$ cat config.mk
export PLATFORM = sky130hd
export DESIGN_NAME = laser_link
export DESIGN_NICKNAME = d
export VERILOG_FILES = /design/src/design/laser_link_pkg.sv /design/src/design/laser_tx_pair.sv /design/src/design/rx_bit_timer.sv /design/src/design/laser_rx_lane.sv /design/src/design/rx_pair_merge.sv /design/src/design/laser_link.sv
export SDC_FILE = /design/constraint.sdc
export NUM_CORES = 1
export LEC_CHECK = 0
export BUFFER_PORTS_ARGS = -buffer_cell sky130_fd_sc_hd__buf_4
export CAP_MARGIN = 20
export CORE_MARGIN = 2
export CORE_UTILIZATION = 55
export CTS_CLUSTER_SIZE = 10
export DETAILED_ROUTE_END_ITERATION = 6
export GPL_TIMING_DRIVEN = 0
export HOLD_SLACK_MARGIN = 0.05
export PLACE_DENSITY = 0.75
export SYNTH_ARGS = -nofsm -noshare
export SYNTH_HDL_FRONTEND = slang
export SYNTH_SLANG_ARGS = --single-unit
$ cat constraint.sdc
create_clock -name clock -period 8.3 [get_ports clock]
set_clock_uncertainty 0.05 [all_clocks]
set_input_delay 0.83 -clock clock [delete_from_list [all_inputs] [get_ports clock]]
set_output_delay 0.83 -clock clock [all_outputs]
set_load 0.005 [all_outputs]
$ cat src/design/laser_link_pkg.sv
package laser_link_pkg;

    // Link geometry
    localparam int NUM_LANES = 2;
    localparam int BYTE_W = 8;

    // Bit timing, in system clocks
    localparam int SAMPLES_PER_BIT = 8;
    localparam int VOTE_FIRST = 3;
    localparam int VOTE_LAST = 5;
    localparam int SAMPLE_POINT = 7;

    // Lead low, start high, then eight data slots LSB first
    localparam int TX_SLOTS = 10;
    // Start, eight data, stop low
    localparam int RX_SLOTS = 10;

    localparam int SAMPLE_W = $clog2(SAMPLES_PER_BIT);
    // One extra count so the transmitter can sit past its last slot
    localparam int SLOT_W = $clog2(TX_SLOTS + 1);

    // Lane 0 is the first laser
    typedef logic [NUM_LANES-1:0][BYTE_W-1:0] lane_bytes_t;

    typedef struct packed {
        logic [BYTE_W-1:0] data;
        logic              frame_ok;
    } lane_result_t;

    typedef struct packed {
        lane_bytes_t          bytes;
        logic [NUM_LANES-1:0] ok;
    } rx_pair_t;

    typedef struct packed {
        logic vote_window;
        logic sample;
        logic frame_end;
    } rx_strobe_t;

    typedef enum logic [1:0] {TX_IDLE, TX_SEND, TX_DONE} tx_state_e;
    typedef enum logic {RX_WAIT, RX_RECEIVE} rx_state_e;
    typedef enum logic {MODE_SIMULTANEOUS, MODE_INDEPENDENT} lane_mode_e;

endpackage

$ cat src/design/laser_tx_pair.sv
`timescale 1ns/1ps

module laser_tx_pair (
    input  logic                                        clock,
    input  logic                                        reset,
    input  logic                                        laser_en,
    input  logic                                        tx_start,
    input  laser_link_pkg::lane_bytes_t                 tx_bytes,
    output logic [laser_link_pkg::NUM_LANES-1:0][1:0]   laser_tx,
    output logic                                        tx_busy,
    output logic                                        tx_done
);
    import laser_link_pkg::*;

    tx_state_e                            state;
    logic [SAMPLE_W-1:0]                  sample_cnt;
    logic [SLOT_W-1:0]                    slot_cnt;
    lane_bytes_t                          tx_q;
    logic [NUM_LANES-1:0][TX_SLOTS-1:0]   frame_bits;
    logic [NUM_LANES-1:0]                 data_q;
    logic                                 accept;

    assign accept = (state == TX_IDLE) && laser_en && tx_start;

    // Byte pair held for the whole frame
    always_ff @(posedge clock) begin
        if (accept) begin
            tx_q <= tx_bytes;
        end
    end

    // Slot 0 is the idle-low lead and slot 1 the start bit
    always_comb begin
        for (int i = 0; i < NUM_LANES; i++) begin
            frame_bits[i] = {tx_q[i], 1'b1, 1'b0};
        end
    end

    // One bit timer shared by both lanes
    always_ff @(posedge clock, posedge reset) begin
        if (reset) begin
            state <= TX_IDLE;
            sample_cnt <= '0;
            slot_cnt <= '0;
        end else begin
            case (state)
                TX_IDLE: begin
                    sample_cnt <= '0;
                    slot_cnt <= '0;
                    if (accept) begin
                        state <= TX_SEND;
                    end
                end
                TX_SEND: begin
                    if (!laser_en) begin
                        state <= TX_IDLE;
                    end else if (slot_cnt == SLOT_W'(TX_SLOTS)) begin
                        // Extra cycle lets the registered line finish the last slot
                        state <= TX_DONE;
                    end else if (sample_cnt == SAMPLE_W'(SAMPLES_PER_BIT - 1)) begin
                        sample_cnt <= '0;
                        slot_cnt <= slot_cnt + 1'b1;
                    end else begin
                        sample_cnt <= sample_cnt + 1'b1;
                    end
                end
                default: state <= TX_IDLE;
            endcase
        end
    end

    // Registered line drive that stays low outside a frame
    always_ff @(posedge clock, posedge reset) begin
        if (reset) begin
            data_q <= '0;
        end else begin
            for (int i = 0; i < NUM_LANES; i++) begin
                data_q[i] <= (state == TX_SEND && slot_cnt < SLOT_W'(TX_SLOTS)) ?
                             frame_bits[i][slot_cnt] : 1'b0;
            end
        end
    end

    always_comb begin
        for (int i = 0; i < NUM_LANES; i++) begin
            laser_tx[i] = {data_q[i], laser_en};
        end
    end

    assign tx_busy = (state == TX_SEND);
    assign tx_done = (state == TX_DONE);

    // Done closes a frame that kept busy high for every slot
    done_after_busy: assert property (@(posedge clock) disable iff (reset)
        tx_done |-> !tx_busy && $past(tx_busy) &&
                    $past(tx_busy, TX_SLOTS * SAMPLES_PER_BIT + 1) &&
                    !$past(tx_busy, TX_SLOTS * SAMPLES_PER_BIT + 2));

endmodule

$ cat src/design/rx_bit_timer.sv
`timescale 1ns/1ps

module rx_bit_timer (
    input  logic                                  clock,
    input  logic                                  reset,
    input  logic [laser_link_pkg::NUM_LANES-1:0]  laser_rx,
    output logic [laser_link_pkg::NUM_LANES-1:0]  lane_bits,
    output laser_link_pkg::rx_strobe_t            strobes
);
    import laser_link_pkg::*;

    rx_state_e              state;
    logic [NUM_LANES-1:0]   sync_1;
    logic [NUM_LANES-1:0]   sync_2;
    logic [NUM_LANES-1:0]   prev;
    logic                   rise;
    logic                   receiving;
    logic [SAMPLE_W-1:0]    sample_cnt;
    logic [SLOT_W-1:0]      slot_cnt;

    // Two-flop synchronizer plus one flop for edge detection
    always_ff @(posedge clock, posedge reset) begin
        if (reset) begin
            sync_1 <= '0;
            sync_2 <= '0;
            prev <= '0;
        end else begin
            sync_1 <= laser_rx;
            sync_2 <= sync_1;
            prev <= sync_2;
        end
    end

    assign lane_bits = sync_2;
    assign rise = |(sync_2 & ~prev);
    assign receiving = (state == RX_RECEIVE);

    // The edge cycle itself counts as sample 0 of the start slot
    always_ff @(posedge clock, posedge reset) begin
        if (reset) begin
            state <= RX_WAIT;
            sample_cnt <= '0;
            slot_cnt <= '0;
        end else if (state == RX_WAIT) begin
            if (rise) begin
                state <= RX_RECEIVE;
                sample_cnt <= SAMPLE_W'(1);
                slot_cnt <= '0;
            end
        end else if (strobes.frame_end) begin
            state <= RX_WAIT;
        end else if (sample_cnt == SAMPLE_W'(SAMPLES_PER_BIT - 1)) begin
            sample_cnt <= '0;
            slot_cnt <= slot_cnt + 1'b1;
        end else begin
            sample_cnt <= sample_cnt + 1'b1;
        end
    end

    assign strobes.vote_window = receiving && sample_cnt >= SAMPLE_W'(VOTE_FIRST) &&
                                 sample_cnt <= SAMPLE_W'(VOTE_LAST);
    assign strobes.sample = receiving && sample_cnt == SAMPLE_W'(SAMPLE_POINT);
    assign strobes.frame_end = strobes.sample && slot_cnt == SLOT_W'(RX_SLOTS - 1);

    vote_before_sample: assert property (@(posedge clock) disable iff (reset)
        !(strobes.sample && strobes.vote_window));

endmodule

$ cat src/design/laser_rx_lane.sv
`timescale 1ns/1ps

module laser_rx_lane (
    input  logic                          clock,
    input  logic                          reset,
    input  logic                          lane_bit,
    input  laser_link_pkg::rx_strobe_t    strobes,
    output laser_link_pkg::lane_result_t  result
);
    import laser_link_pkg::*;

    logic [1:0]           vote_cnt;
    logic [RX_SLOTS-1:0]  shift_reg;
    logic [RX_SLOTS-1:0]  shift_next;

    // Counts highs over the three window samples, two of three wins
    always_ff @(posedge clock, posedge reset) begin
        if (reset) begin
            vote_cnt <= '0;
        end else if (strobes.sample) begin
            vote_cnt <= '0;
        end else if (strobes.vote_window && lane_bit) begin
            vote_cnt <= vote_cnt + 1'b1;
        end
    end

    // New bits enter at the top, so the start bit ends up in bit 0
    assign shift_next = {vote_cnt[1], shift_reg[RX_SLOTS-1:1]};

    always_ff @(posedge clock) begin
        if (strobes.sample) begin
            shift_reg <= shift_next;
        end
    end

    // Stop bit is still in the vote counter on the frame_end cycle
    assign result.data = shift_next[BYTE_W:1];
    assign result.frame_ok = strobes.frame_end && shift_next[0] && !shift_next[RX_SLOTS-1];

endmodule

$ cat src/design/rx_pair_merge.sv
`timescale 1ns/1ps

module rx_pair_merge (
    input  logic                          clock,
    input  logic                          reset,
    input  laser_link_pkg::lane_mode_e    mode,
    input  logic                          frame_end,
    input  laser_link_pkg::lane_result_t  lanes [laser_link_pkg::NUM_LANES],
    output logic                          data_valid,
    output laser_link_pkg::rx_pair_t      rx_pair
);
    import laser_link_pkg::*;

    logic [NUM_LANES-1:0] lane_ok;
    logic                 pass;

    always_comb begin
        for (int i = 0; i < NUM_LANES; i++) begin
            lane_ok[i] = lanes[i].frame_ok;
        end
    end

    // Test mode takes whatever lane made it through
    assign pass = (mode == MODE_SIMULTANEOUS) ? &lane_ok : |lane_ok;

    always_ff @(posedge clock, posedge reset) begin
        if (reset) begin
            data_valid <= 1'b0;
            rx_pair <= '0;
        end else begin
            data_valid <= frame_end && pass;
            // Pair stays put until the next accepted frame
            if (frame_end && pass) begin
                for (int i = 0; i < NUM_LANES; i++) begin
                    rx_pair.bytes[i] <= lanes[i].data;
                end
                rx_pair.ok <= lane_ok;
            end
        end
    end

    valid_after_frame_end: assert property (@(posedge clock) disable iff (reset)
        data_valid |-> $past(frame_end));

endmodule

$ cat src/design/laser_link.sv
`timescale 1ns/1ps

module laser_link (
    input  logic                                        clock,
    input  logic                                        reset,
    input  logic                                        tx_start,
    input  laser_link_pkg::lane_bytes_t                 tx_bytes,
    input  logic                                        laser_en,
    output logic [laser_link_pkg::NUM_LANES-1:0][1:0]   laser_tx,
    output logic                                        tx_busy,
    output logic                                        tx_done,
    input  logic [laser_link_pkg::NUM_LANES-1:0]        laser_rx,
    input  laser_link_pkg::lane_mode_e                  mode,
    output logic                                        data_valid,
    output laser_link_pkg::rx_pair_t                    rx_pair
);
    import laser_link_pkg::*;

    logic [NUM_LANES-1:0] lane_bits;
    rx_strobe_t           strobes;
    lane_result_t         lane_results [NUM_LANES];

    laser_tx_pair tx_pair_inst (
        .clock    (clock),
        .reset    (reset),
        .laser_en (laser_en),
        .tx_start (tx_start),
        .tx_bytes (tx_bytes),
        .laser_tx (laser_tx),
        .tx_busy  (tx_busy),
        .tx_done  (tx_done)
    );

    rx_bit_timer bit_timer_inst (
        .clock     (clock),
        .reset     (reset),
        .laser_rx  (laser_rx),
        .lane_bits (lane_bits),
        .strobes   (strobes)
    );

    // One receiver per laser, all on the shared timer
    for (genvar i = 0; i < NUM_LANES; i++) begin : g_lane
        laser_rx_lane rx_lane_inst (
            .clock    (clock),
            .reset    (reset),
            .lane_bit (lane_bits[i]),
            .strobes  (strobes),
            .result   (lane_results[i])
        );
    end

    rx_pair_merge merge_inst (
        .clock      (clock),
        .reset      (reset),
        .mode       (mode),
        .frame_end  (strobes.frame_end),
        .lanes      (lane_results),
        .data_valid (data_valid),
        .rx_pair    (rx_pair)
    );

endmodule

Yosys cells after proc, flatten, opt, wreduce, memory -nomap -nowiden
Index checks and enable logic that the tools add are counted.
Cells by class
  $add $sub $neg: 6
  order comparisons: 4
  equality and inequality tests: 13
  muxes and demuxes: 34
  bitwise logic cells: 2
  reductions and logical operators: 29
Operator list (number)
  $mux W4: 7
  $mux W3: 7
  $logic_and A1 B1 Y1: 14
  $mux W2: 7
  $add A4 B1 Y4 const B: 2
  $bmux W1 S4: 2
  $eq A4 B4 Y1 const B: 2
  $mux W1: 8
  $ne A2 B2 Y1 const B: 4
  $pmux W4 S2: 1
  $reduce_bool A2 Y1: 4
  $add A3 B1 Y3 const B: 2
  $eq A3 B3 Y1 const B: 2
  $pmux W3 S2: 1
  $reduce_and A2 Y1: 3
  $reduce_and A3 Y1: 2
  $lt A4 B5 Y1 const B: 1
  $add A2 B1 Y2 const B: 2
  $lt A4 B4 Y1 const B: 1
  $ne A2 B1 Y1 const B: 2
  $pmux W2 S2: 1
  $reduce_and A4 Y1: 1
  $reduce_or A2 Y1: 2
  $ge A3 B2 Y1 const B: 1
  other kinds (8): 9
Storage, ports and cells
  register bits: 84
  output and inout bits: 25
  word-level logic and storage cells: 108

Longest topological paths before layout
Gate-level depths: netlist of run 1.
  depth in word-level cells: 8
  mapped depth: 7
  mapped depth without buffers: 7

By module
A second synthesis of run 1 with hierarchy kept.
Second synthesis, totals
  cell total of the unflattened synthesis: 262
  area total of the unflattened synthesis: 3664.8 sq um
By module, submodules not included
  laser_tx_pair: times used 1, cells each 93, area an instance 1270.0 sq um, seq. area each 755.7 sq um
  laser_rx_lane: times used 2, cells each 29, area an instance 449.2 sq um, seq. area each 320.3 sq um
  rx_pair_merge: times used 1, cells each 51, area an instance 790.8 sq um, seq. area each 475.5 sq um
  rx_bit_timer: times used 1, cells each 60, area an instance 705.7 sq um, seq. area each 350.3 sq um

Worst setup path after synthesis of run 1
OpenSTA, ideal clock, no wires.
  path type: input to register
  start point: in tx_start
  end point: reg tx_pair_inst.tx_q, in the netlist tx_pair_inst.frame_bits[12] (enable)
  arrival time: 2486 ps
  path slack: 5333 ps
  cell stages on the path: 1
  path buffers: 0
  cells stage by stage: nor4bb_1
Between the ends
  cells in the longest elaborated chain, start to end: 1
Ends and longest elaborated chain
  from (decl): RTL line laser_link.sv:6  | input logic tx_start,
  $logic_and A1 B1 Y1: RTL line laser_tx_pair.sv:23  | assign accept = (state == TX_IDLE) && laser_en && tx_start;
  to (signal assigned): RTL line laser_tx_pair.sv:28  | tx_q <= tx_bytes;
  to (decl): RTL line laser_tx_pair.sv:18  | lane_bytes_t tx_q;
No other way between the ends.
A chain may end at the register's enable or synchronous reset.

==> results of run 1 <==
final timing paths:
| path | startpoint | to | slack (ns) | depth (start not counted) |
|---|---|---|---|---|
| min | bit_timer_inst.sync_1[0] | bit_timer_inst.lane_bits[0] | 0.30 | 0 |
| min reg2reg | bit_timer_inst.sync_1[0] | bit_timer_inst.lane_bits[0] | 0.30 | 0 |
| max reg2reg | bit_timer_inst.sample_cnt[0] | bit_timer_inst.slot_cnt[3] | 5.86 | 7 |
| min in group asynchronous | reset | merge_inst.rx_pair[6] | 0.49 | 2 |
| max in group asynchronous | reset | merge_inst.rx_pair[16] | 7.20 | 3 |
| max | bit_timer_inst.sample_cnt[0] | bit_timer_inst.slot_cnt[3] | 5.86 | 7 |
cell type report:
cell class	instances	share of cell area (%)
buffer	8	1.41
inverter	13	1.19
multi-input combinational	132	26.5
clock buffer	9	3.02
timing repair buffer	48	9.29
sequential	82	54.3
tap	75	2.29
clock inverter	7	2.05
layer usage:
layer | up-vias | wire [µm]
li1 | 965 | -
met1 | 984 | 2410
met2 | 46 | 2810
met3 | 7 | 220
met4 | 0 | 57
met5 | - | 0
critical path, cell delays in order (launching register included):
cell	delay [ns]
dfrtp_1	0.45
ha_1	0.26
ha_1	0.19
nand2_2	0.13
clkinv_1	0.66
nand4_1	0.36
xor2_1	0.18
nor2_1	0.05
through the flow:
| stage | area, µm² | power [W] |
|---|---|---|
| floorplan | 3400 | 0.000643 |
| global placement | 3840 | 0.000686 |
| detailed placement | 3890 | 0.000697 |
| CTS | 4100 | 0.000994 |
| global route | 4100 | 0.00104 |
| finish | 4100 | 0.000985 |
power by group through the flow:
stage	Combinational [W]	Sequential [W]	Clock (W)
6_report	0.000151	0.000537	0.000298
5_1_grt	0.000174	0.000547	0.000320
4_1_cts	0.000153	0.000538	0.000303
3_5_place_dp	0.000152	0.000546	0
3_3_place_gp	0.000141	0.000544	0
2_1_floorplan	0.000110	0.000533	0
synth_stat cells, types with 5 or more instances:
cell type / n
nand2_1: 12
nand2b_1: 5
a21oi_1: 7
inv_1: 12
mux2_2: 6
nand3_1: 6
mux2_4: 9
dfrtp_1: 48
a211oi_1: 5
nor2_1: 16
xnor2_1: 5
ha_1: 9
edfxtp_1: 34
logic make-up after synthesis:
kind of cell / after synthesis / synth area share [%]
AND/OR/NAND/NOR: 60 / 10.7
multiplexers: 21 / 8.58
buffers and inverters: 21 / 3.13
AO/OA/AOI/OAI: 34 / 6.74
XOR/XNOR: 7 / 1.80
adder cells (fa/ha/maj): 10 / 3.65
flip-flops: 82 / 65.4
==> out/metrics.csv, run 1 <==
metric;value;unit
Sw Share;28.2;%
Skew-Pair Late Insertion Delay;0.35;ns
largest area contributor in the netlist;dfrtp_1;
total via count in the routed design;2002;
vias in the first global route;1970;
Worst-Margin Slew;0.973;ns
post-layout min period;2.44;ns
Logic pwr share;15.3;%
sequential element share of the synthesized area;65.4;%
Syn Std Cell Area;3400;µm²
Static Leak;1.86;nW
DRT iter0 DRCs;99;
Setup violations, final;0;
PwrDens;241;nW/µm²
postcts setup bufs;0;
max_slew headroom;35.0;%
most frequent cells in the layout;buf_4, dfrtp_1, edfxtp_1, nor2_1, nand2_1;
Crit Path Max Fanout;26;
Yosys cell types;52;
CTS tree;yes;
Hold Slack;0.303;ns
I/O Pins;48;
clock power share;30.3;%
CP startpoint kind;flop;
commonest non-fill, non-tap cell in the layout;buf_4;
area share of the largest cell type after synthesis;35.3;%
row cnt;28;
die span in y;82.6;µm
Mean Syn Cell Area;14.5;µm²
Post-synth EDFFs;34;
final hold viol count;0;
GRT overflow;0;
IO Port Bufs;47;
Worst Path Arrival;2.62;ns
Fmax;0.410;GHz
H-tree Lvls;3;
RePlAce Congestion;0.755;
CTS max path bufs;2;
# nets final;326;
Residual DRC;0;
remaining antenna violation count;0;
die area;6820;µm²
Initial Utilization;57.1;%
Req. time, crit path;8.48;ns
Util after Layout;68.8;%
part of the cycle the worst path needs;29.4;%
met3 Usage GRT;2.93;%
Max Cap Viol;0;
crit end category;flop;
RSZ-0062 raised after global routing;no;
DR vias/cell;5.35;
clk root buf;clkbuf_8;
post-CTS sizing;0;
Post-Syn Nets;267;
share of layout cells above drive strength 1;33.4;%
Global Route met1 Usage;23.0;%
GRT Overall Usage;18.0;%
Final Slew Violations;0;
Internal;0.000708;W
multi-input logic area;1080;µm²
Seq pwr share;54.5;%
post-route insts no fill;374;
CTS Buf Count;9;
CORE AREA;5960;µm²
busiest grt layer;met2;
dpl cells;358;
first-pass GRT wire length;9080;µm
FF+latch count, synth;82;
Crit Path Class;reg -> reg;
Worst VDD drop;0.140;mV
area delta synth->final;20.5;%
Synth area leaders;dfrtp_1, edfxtp_1, mux2_4, ha_1, mux2_2;
TNS Setup;0;ns
pre-CTS WS;5.82;ns
yosys warns;0;
Async SR Flop Fraction;58.5;%
clock slew at reported path FFs;0.09;ns
predominant post-synthesis flop cell;dfrtp_1;
CTS sink cnt;82;
Total Wirelength;5500;µm
antenna diode count;0;
NetSw;0.000277;W
setup ws final;5.86;ns
outcome;complete, no violations;
largest net degree at the start of global routing;27;
hold buffers post-CTS;0;
hpwl dp;3900;µm
cell count after synthesis;235;
initial antenna violation count;0;
Chip Width;82.6;µm
register area;2220;µm²
Hold WC Path Type;reg -> reg;
GR Util met2;30.0;%
drt pass-1 iters;4;
wire per inst;14.7;µm
Filler cells;423;
Power figures use the tool's default switching activity.
==> inputs of run 2 (changes only) <==
--- a/config.mk
+++ b/config.mk
@@ -8,12 +8,12 @@
 export BUFFER_PORTS_ARGS = -buffer_cell sky130_fd_sc_hd__buf_4
 export CAP_MARGIN = 20
 export CORE_MARGIN = 2
-export CORE_UTILIZATION = 55
+export CORE_UTILIZATION = 51
 export CTS_CLUSTER_SIZE = 10
 export DETAILED_ROUTE_END_ITERATION = 6
 export GPL_TIMING_DRIVEN = 0
 export HOLD_SLACK_MARGIN = 0.05
-export PLACE_DENSITY = 0.75
+export PLACE_DENSITY = 0.73
 export SYNTH_ARGS = -nofsm -noshare
 export SYNTH_HDL_FRONTEND = slang
 export SYNTH_SLANG_ARGS = --single-unit
==> constraint.sdc (replaced) <==
create_clock -name clock -period 2.1 [get_ports clock]
set_clock_uncertainty 0.05 [all_clocks]
set_input_delay 0.21 -clock clock [delete_from_list [all_inputs] [get_ports clock]]
set_output_delay 0.21 -clock clock [all_outputs]
set_load 0.005 [all_outputs]
==> run 2 against run 1 <==
Against the previous run:
- final cell count is 6.1% higher
- maximum frequency up 27%
- largest cell class unchanged
- critical endpoint is now merge_inst.rx_pair[10]
- non-clock buffer count increased by 21
==> out/metrics.csv, run 2 (same netlist as run 1, synthesis figures left out) <==
metric;value;unit
dpl cell area;3880;µm²
clock power share;30.6;%
Initial Utilization;53.2;%
Chip Width;85.6;µm
WHS Path Cells;3;
Hold WC Path Type;in -> reg;
Internal;0.00292;W
design area;4320;µm²
CTS max path bufs;2;
GRT overflow;0;
Crit Path Class;reg -> reg;
Worst VDD drop;0.558;mV
setup ws final;0.175;ns
H-tree Lvls;3;
Total Wirelength;5900;µm
Worst-Margin Slew;0.504;ns
CP peak stage delay;0.45;ns
Req. time, crit path;2.28;ns
Worst Path Arrival;2.10;ns
most frequent CP cell;ha_1;
R2R depth;7;
largest net degree at the start of global routing;44;
NetSw;0.00104;W
final hold viol count;0;
register-to-register setup slack;0.17;ns
die span in y;85.6;µm
Sw Share;26.2;%
pre-CTS WS;-0.356;ns
Logic pwr share;15.6;%
GRT Overall Usage;17.7;%
worst r2r src;bit_timer_inst.sample_cnt[0];
max_slew headroom;66.4;%
area delta synth->final;27.0;%
Hold Slack;0.115;ns
outcome;complete, no violations;
wire per inst;14.9;µm
DR vias/cell;5.25;
Residual DRC;0;
Hold Crit Endpoint;tx_pair_inst.state[0];
initial antenna violation count;0;
CTS tree;yes;
Skew-Pair Late Insertion Delay;0.35;ns
drt pass-1 iters;4;
CP startpoint kind;flop;
worst hold path startpoint;laser_en;
Fmax;0.519;GHz
post-layout min period;1.93;ns
Max Cap Viol;0;
RePlAce Congestion;0.724;
first-pass GRT wire length;10000;µm
I/O Pins;48;
DRT iter0 DRCs;83;
hpwl dp;3770;µm
CP cell instances;ha_1, ha_1, nand2_2, nor2_8, nand2_4, buf_6, mux2_4;
vias in the first global route;2255;
Util after Layout;67.6;%
part of the cycle the worst path needs;91.7;%
IO Port Bufs;47;
PwrDens;917;nW/µm²
CORE AREA;6390;µm²
total via count in the routed design;2085;
Setup violations, final;0;
Total Power;0.00396;W
Static Leak;1.96;nW
share of layout cells above drive strength 1;31.3;%
Final Slew Violations;0;
row cnt;29;
antenna diode count;0;
die area;7330;µm²
CTS sink cnt;82;
remaining antenna violation count;0;
clk root buf;clkbuf_8;
Crit Path Max Fanout;10;
CTS Buf Count;9;
crit end category;flop;
# nets final;347;
Crit-path slowest cell;dfrtp_1;
RSZ-0062 raised after global routing;no;
most frequent cells in the layout;buf_4, dfrtp_1, edfxtp_1, dlygate4sd3_1, nor2_1;
clock slew at reported path FFs;0.08;ns
Seq pwr share;53.8;%
Reg2Reg Capture Point;merge_inst.rx_pair[10];
commonest non-fill, non-tap cell in the layout;buf_4;
run 2: per-stage QoR:
stage / TNS (ns) / instances
final: 0 / 397
after global routing: 0 / 397
after CTS: 0 / 396
after detailed placement: -4.63 / 360
after global placement: -3.65 / 359
after floorplan: 0 / 235
run 2: layer usage:
layer | vias to the layer above | global-route usage, % | part of all wire [%]
met2 | 44 | 29.6 | 50
met3 | 10 | 3.75 | 3.8
li1 | 1007 | - | -
met4 | 0 | 8.37 | 1.9
met5 | - | 0 | 0
met1 | 1024 | 22.0 | 44
run 2: critical path, delay by kind of cell, from the launching register on:
kind,cells,cell delay (ns)
DFF,1,0.45
adders and majority gates,2,0.44
and+or+nand+nor,3,0.36
muxes,1,0.31
buffers and inverters,1,0.19
run 2: repair_timing:
item	CTS	global route
setup buffers	0	1
pin swaps	0	1
endpoints found under the hold margin	67	0
hold buffers	20	0
setup endpoints to repair	27	18
gates resized for setup	1	1
run 2: power groups by stage:
stage	Clock, W	Sequential (W)	Combinational [W]
after floorplan	0	0.00211	0.000437
after detailed placement	0	0.00216	0.000588
final	0.00121	0.00213	0.000617
after global routing	0.00130	0.00217	0.000705
after CTS	0.00124	0.00213	0.000617
after global placement	0	0.00216	0.000560
run 2: cell type report:
| class | count | area, µm² |
|---|---|---|
| Buffer | 8 | 57.6 |
| Clock inverter | 5 | 78.8 |
| Inverter | 13 | 51.3 |
| Timing Repair Buffer | 69 | 593 |
| Fill cell | 450 | 2070 |
| Sequential cell | 82 | 2220 |
| Multi-Input combinational cell | 132 | 1080 |
| Tap cell | 77 | 96.3 |
| Clock buffer | 11 | 131 |
run 2: worst max path at each step:
stage | end | cells after the start | slack (ns) | from
final | merge_inst.rx_pair[10] | 7 | 0.17 | bit_timer_inst.sample_cnt[0]
after floorplan | bit_timer_inst.slot_cnt[3] | 7 | 0.0005 | bit_timer_inst.sample_cnt[0]
after detailed placement | bit_timer_inst.slot_cnt[3] | 7 | -0.36 | bit_timer_inst.sample_cnt[0]
after CTS | bit_timer_inst.slot_cnt[3] | 7 | 0.06 | bit_timer_inst.sample_cnt[0]
after global routing | merge_inst.rx_pair[3] | 7 | 0.09 | bit_timer_inst.sample_cnt[0]
after global placement | bit_timer_inst.slot_cnt[3] | 7 | -0.32 | bit_timer_inst.sample_cnt[0]
==> inputs of run 3 (changes only) <==
--- a/config.mk
+++ b/config.mk
@@ -7,10 +7,13 @@
 export LEC_CHECK = 0
 export BUFFER_PORTS_ARGS = -buffer_cell sky130_fd_sc_hd__buf_4
 export CAP_MARGIN = 20
+export CELL_PAD_IN_SITES_DETAIL_PLACEMENT = 1
+export CELL_PAD_IN_SITES_GLOBAL_PLACEMENT = 1
 export CORE_MARGIN = 2
-export CORE_UTILIZATION = 51
+export CORE_UTILIZATION = 42
 export CTS_CLUSTER_SIZE = 10
 export DETAILED_ROUTE_END_ITERATION = 6
+export GPL_ROUTABILITY_DRIVEN = 0
 export GPL_TIMING_DRIVEN = 0
 export HOLD_SLACK_MARGIN = 0.05
 export PLACE_DENSITY = 0.73
==> constraint.sdc (replaced) <==
create_clock -name clock -period 1.55 [get_ports clock]
set_clock_uncertainty 0.05 [all_clocks]
set_input_delay 0.155 -clock clock [delete_from_list [all_inputs] [get_ports clock]]
set_output_delay 0.155 -clock clock [all_outputs]
set_load 0.005 [all_outputs]
==> run 3 against run 2 <==
Against the previous run:
- the run now ends with negative setup slack left
- combinational power rose by 130%
- register-to-register slack got worse by 0.30 ns
- cell area rose by 13%
- critical endpoint is now merge_inst.rx_pair[6]
- largest power group unchanged
==> out/metrics.csv, run 3 (same netlist as run 1, synthesis figures left out) <==
metric;value;unit
outcome;finished, violations left;
Logic pwr share;24.3;%
dpl cells;385;
final hold viol count;0;
Worst-Margin Slew;0.457;ns
CTS sink cnt;82;
CP bufs+invs;1;
CP startpoint kind;flop;
Seq pwr share;50.4;%
setup ws final;-0.129;ns
IO Port Bufs;47;
Hold WC Path Type;in -> reg;
Internal;0.00395;W
Sw Share;30.9;%
Chip Width;94.0;µm
Hold Slack;0.123;ns
Setup violations, final;40;
crit end category;flop;
clock slew at reported path FFs;0.09;ns
# nets final;382;
share of layout cells above drive strength 1;45.6;%
first-pass GRT wire length;12200;µm
total via count in the routed design;2303;
wire per inst;18.4;µm
CTS tree;yes;
R2R depth;7;
dpl cell area;3960;µm²
Max Cap Viol;0;
Fmax;0.596;GHz
drt pass-1 iters;4;
most frequent cells in the layout;buf_4, dfrtp_1, edfxtp_1, dlygate4sd3_1, nor2_1;
Reg2Reg Capture Point;merge_inst.rx_pair[6];
area delta synth->final;43.3;%
CP cell instances;ha_4, ha_4, nand2_8, nor2_8, nand2_8, clkbuf_16, mux2_4;
Crit-path slowest cell;dfrtp_1;
RSZ-0062 raised after global routing;yes;
Util after Layout;62.7;%
Total Wirelength;8430;µm
CP peak stage delay;0.41;ns
initial antenna violation count;0;
CORE AREA;7770;µm²
clock power share;25.3;%
Residual DRC;0;
NetSw;0.00177;W
post-layout min period;1.68;ns
part of the cycle the worst path needs;108;%
hpwl dp;4530;µm
max_slew headroom;68.7;%
failing checks;negative setup slack;
CP startpoint;bit_timer_inst.sample_cnt[1];
GRT overflow;0;
Crit. path cell count;7;
DR vias/cell;5.04;
largest net degree at the start of global routing;40;
Skew-Pair Late Insertion Delay;0.35;ns
vias in the first global route;2403;
Initial Utilization;43.7;%
GRT Overall Usage;18.4;%
die area;8830;µm²
clk root buf;clkbuf_8;
CTS Buf Count;9;
DRT iter0 DRCs;105;
CTS max path bufs;2;
antenna diode count;0;
row cnt;32;
Final Slew Violations;0;
Crit Path Max Fanout;9;
die span in y;94.0;µm
cell family with most CP delay;flip-flops;
register-to-register setup slack;-0.13;ns
Worst VDD drop;0.627;mV
Static Leak;2.21;nW
design area;4870;µm²
post-route insts no fill;457;
remaining antenna violation count;0;
Crit Path Class;reg -> reg;
commonest non-fill, non-tap cell in the layout;buf_4;
worst r2r src;bit_timer_inst.sample_cnt[1];
I/O Pins;48;
Worst Path Arrival;1.87;ns
crit path capture;merge_inst.rx_pair[6];
PwrDens;1170;nW/µm²
H-tree Lvls;3;
Req. time, crit path;1.74;ns
[run 3: cell count changes in the layout (fill, tap and decap cells not counted), sizes merged]
cell,before,now
dlygate4sd3,20,22
clkinvlp,0,1
buf,54,88
inv,13,16
bufinv,2,0
clkbuf,14,11
[run 3: per-stage QoR]
stage	TNS [ns]	total power (W)	setup slack, ns
final	-2.87	0.00572	-0.129
after global routing	-5.28	0.00603	-0.171
after CTS	-1.83	0.00563	-0.136
after detailed placement	-12.61	0.00381	-0.481
after global placement	-36.00	0.00373	-0.542
after floorplan	-3.64	0.00348	-0.165
[run 3: routing by layer]
metal / track usage, % / vias up / routed length [µm]
li1: - / 1077 / -
met1: 23.3 / 1167 / 3530
met2: 30.8 / 49 / 4450
met3: 5.38 / 10 / 341
met4: 5.07 / 0 / 103
met5: 0 / - / 0
[run 3: how the worst min path moves through the flow]
stage / start / endpoint / slack [ns] / cells after the start
after floorplan: laser_rx[0] / bit_timer_inst.sync_1[0] / 0.14 / 0
after global placement: laser_rx[1] / bit_timer_inst.sync_1[1] / 0.21 / 1
after detailed placement: reset / bit_timer_inst.sync_1[0] / 0.06 / 2
after CTS: mode / merge_inst.rx_pair[0] / 0.10 / 3
after global routing: mode / merge_inst.rx_pair[0] / 0.12 / 3
final: mode / merge_inst.rx_pair[0] / 0.12 / 3
[run 3: layout make-up]
cell class | count | area, µm²
fillers | 748 | 2900
flip-flops and latches | 82 | 2230
multi-input cells | 132 | 1270
repair buffers | 105 | 915
well taps | 102 | 128
clock buffers | 9 | 124
plain buffers | 7 | 83.8
inverters | 13 | 61.3
clock inverters | 7 | 58.8
[run 3: tightest hold or removal path: cells and delay by family]
| kind | cells | cell delay (ns) |
|---|---|---|
| AO/OA/AOI/OAI | 2 | 0.23 |
| buffers and inverters | 1 | 0.11 |
[run 3: power groups by stage]
stage | registers, W | clock network, W | logic [W]
floorplan | 0.00286 | 0 | 0.000622
global placement | 0.00292 | 0 | 0.000807
detailed placement | 0.00294 | 0 | 0.000867
CTS | 0.00289 | 0.00149 | 0.00125
global route | 0.00292 | 0.00159 | 0.00152
finish | 0.00288 | 0.00145 | 0.00139
[run 3: timing repair]
| action | in CTS | in global routing |
|---|---|---|
| setup buffers | 12 | 21 |
| cloned | 0 | 2 |
| resized for setup | 33 | 15 |
| pin swaps | 14 | 15 |
| endpoints found under the hold margin | 68 | 0 |
| hold buffers | 22 | 0 |
| setup endpoints to repair | 47 | 52 |
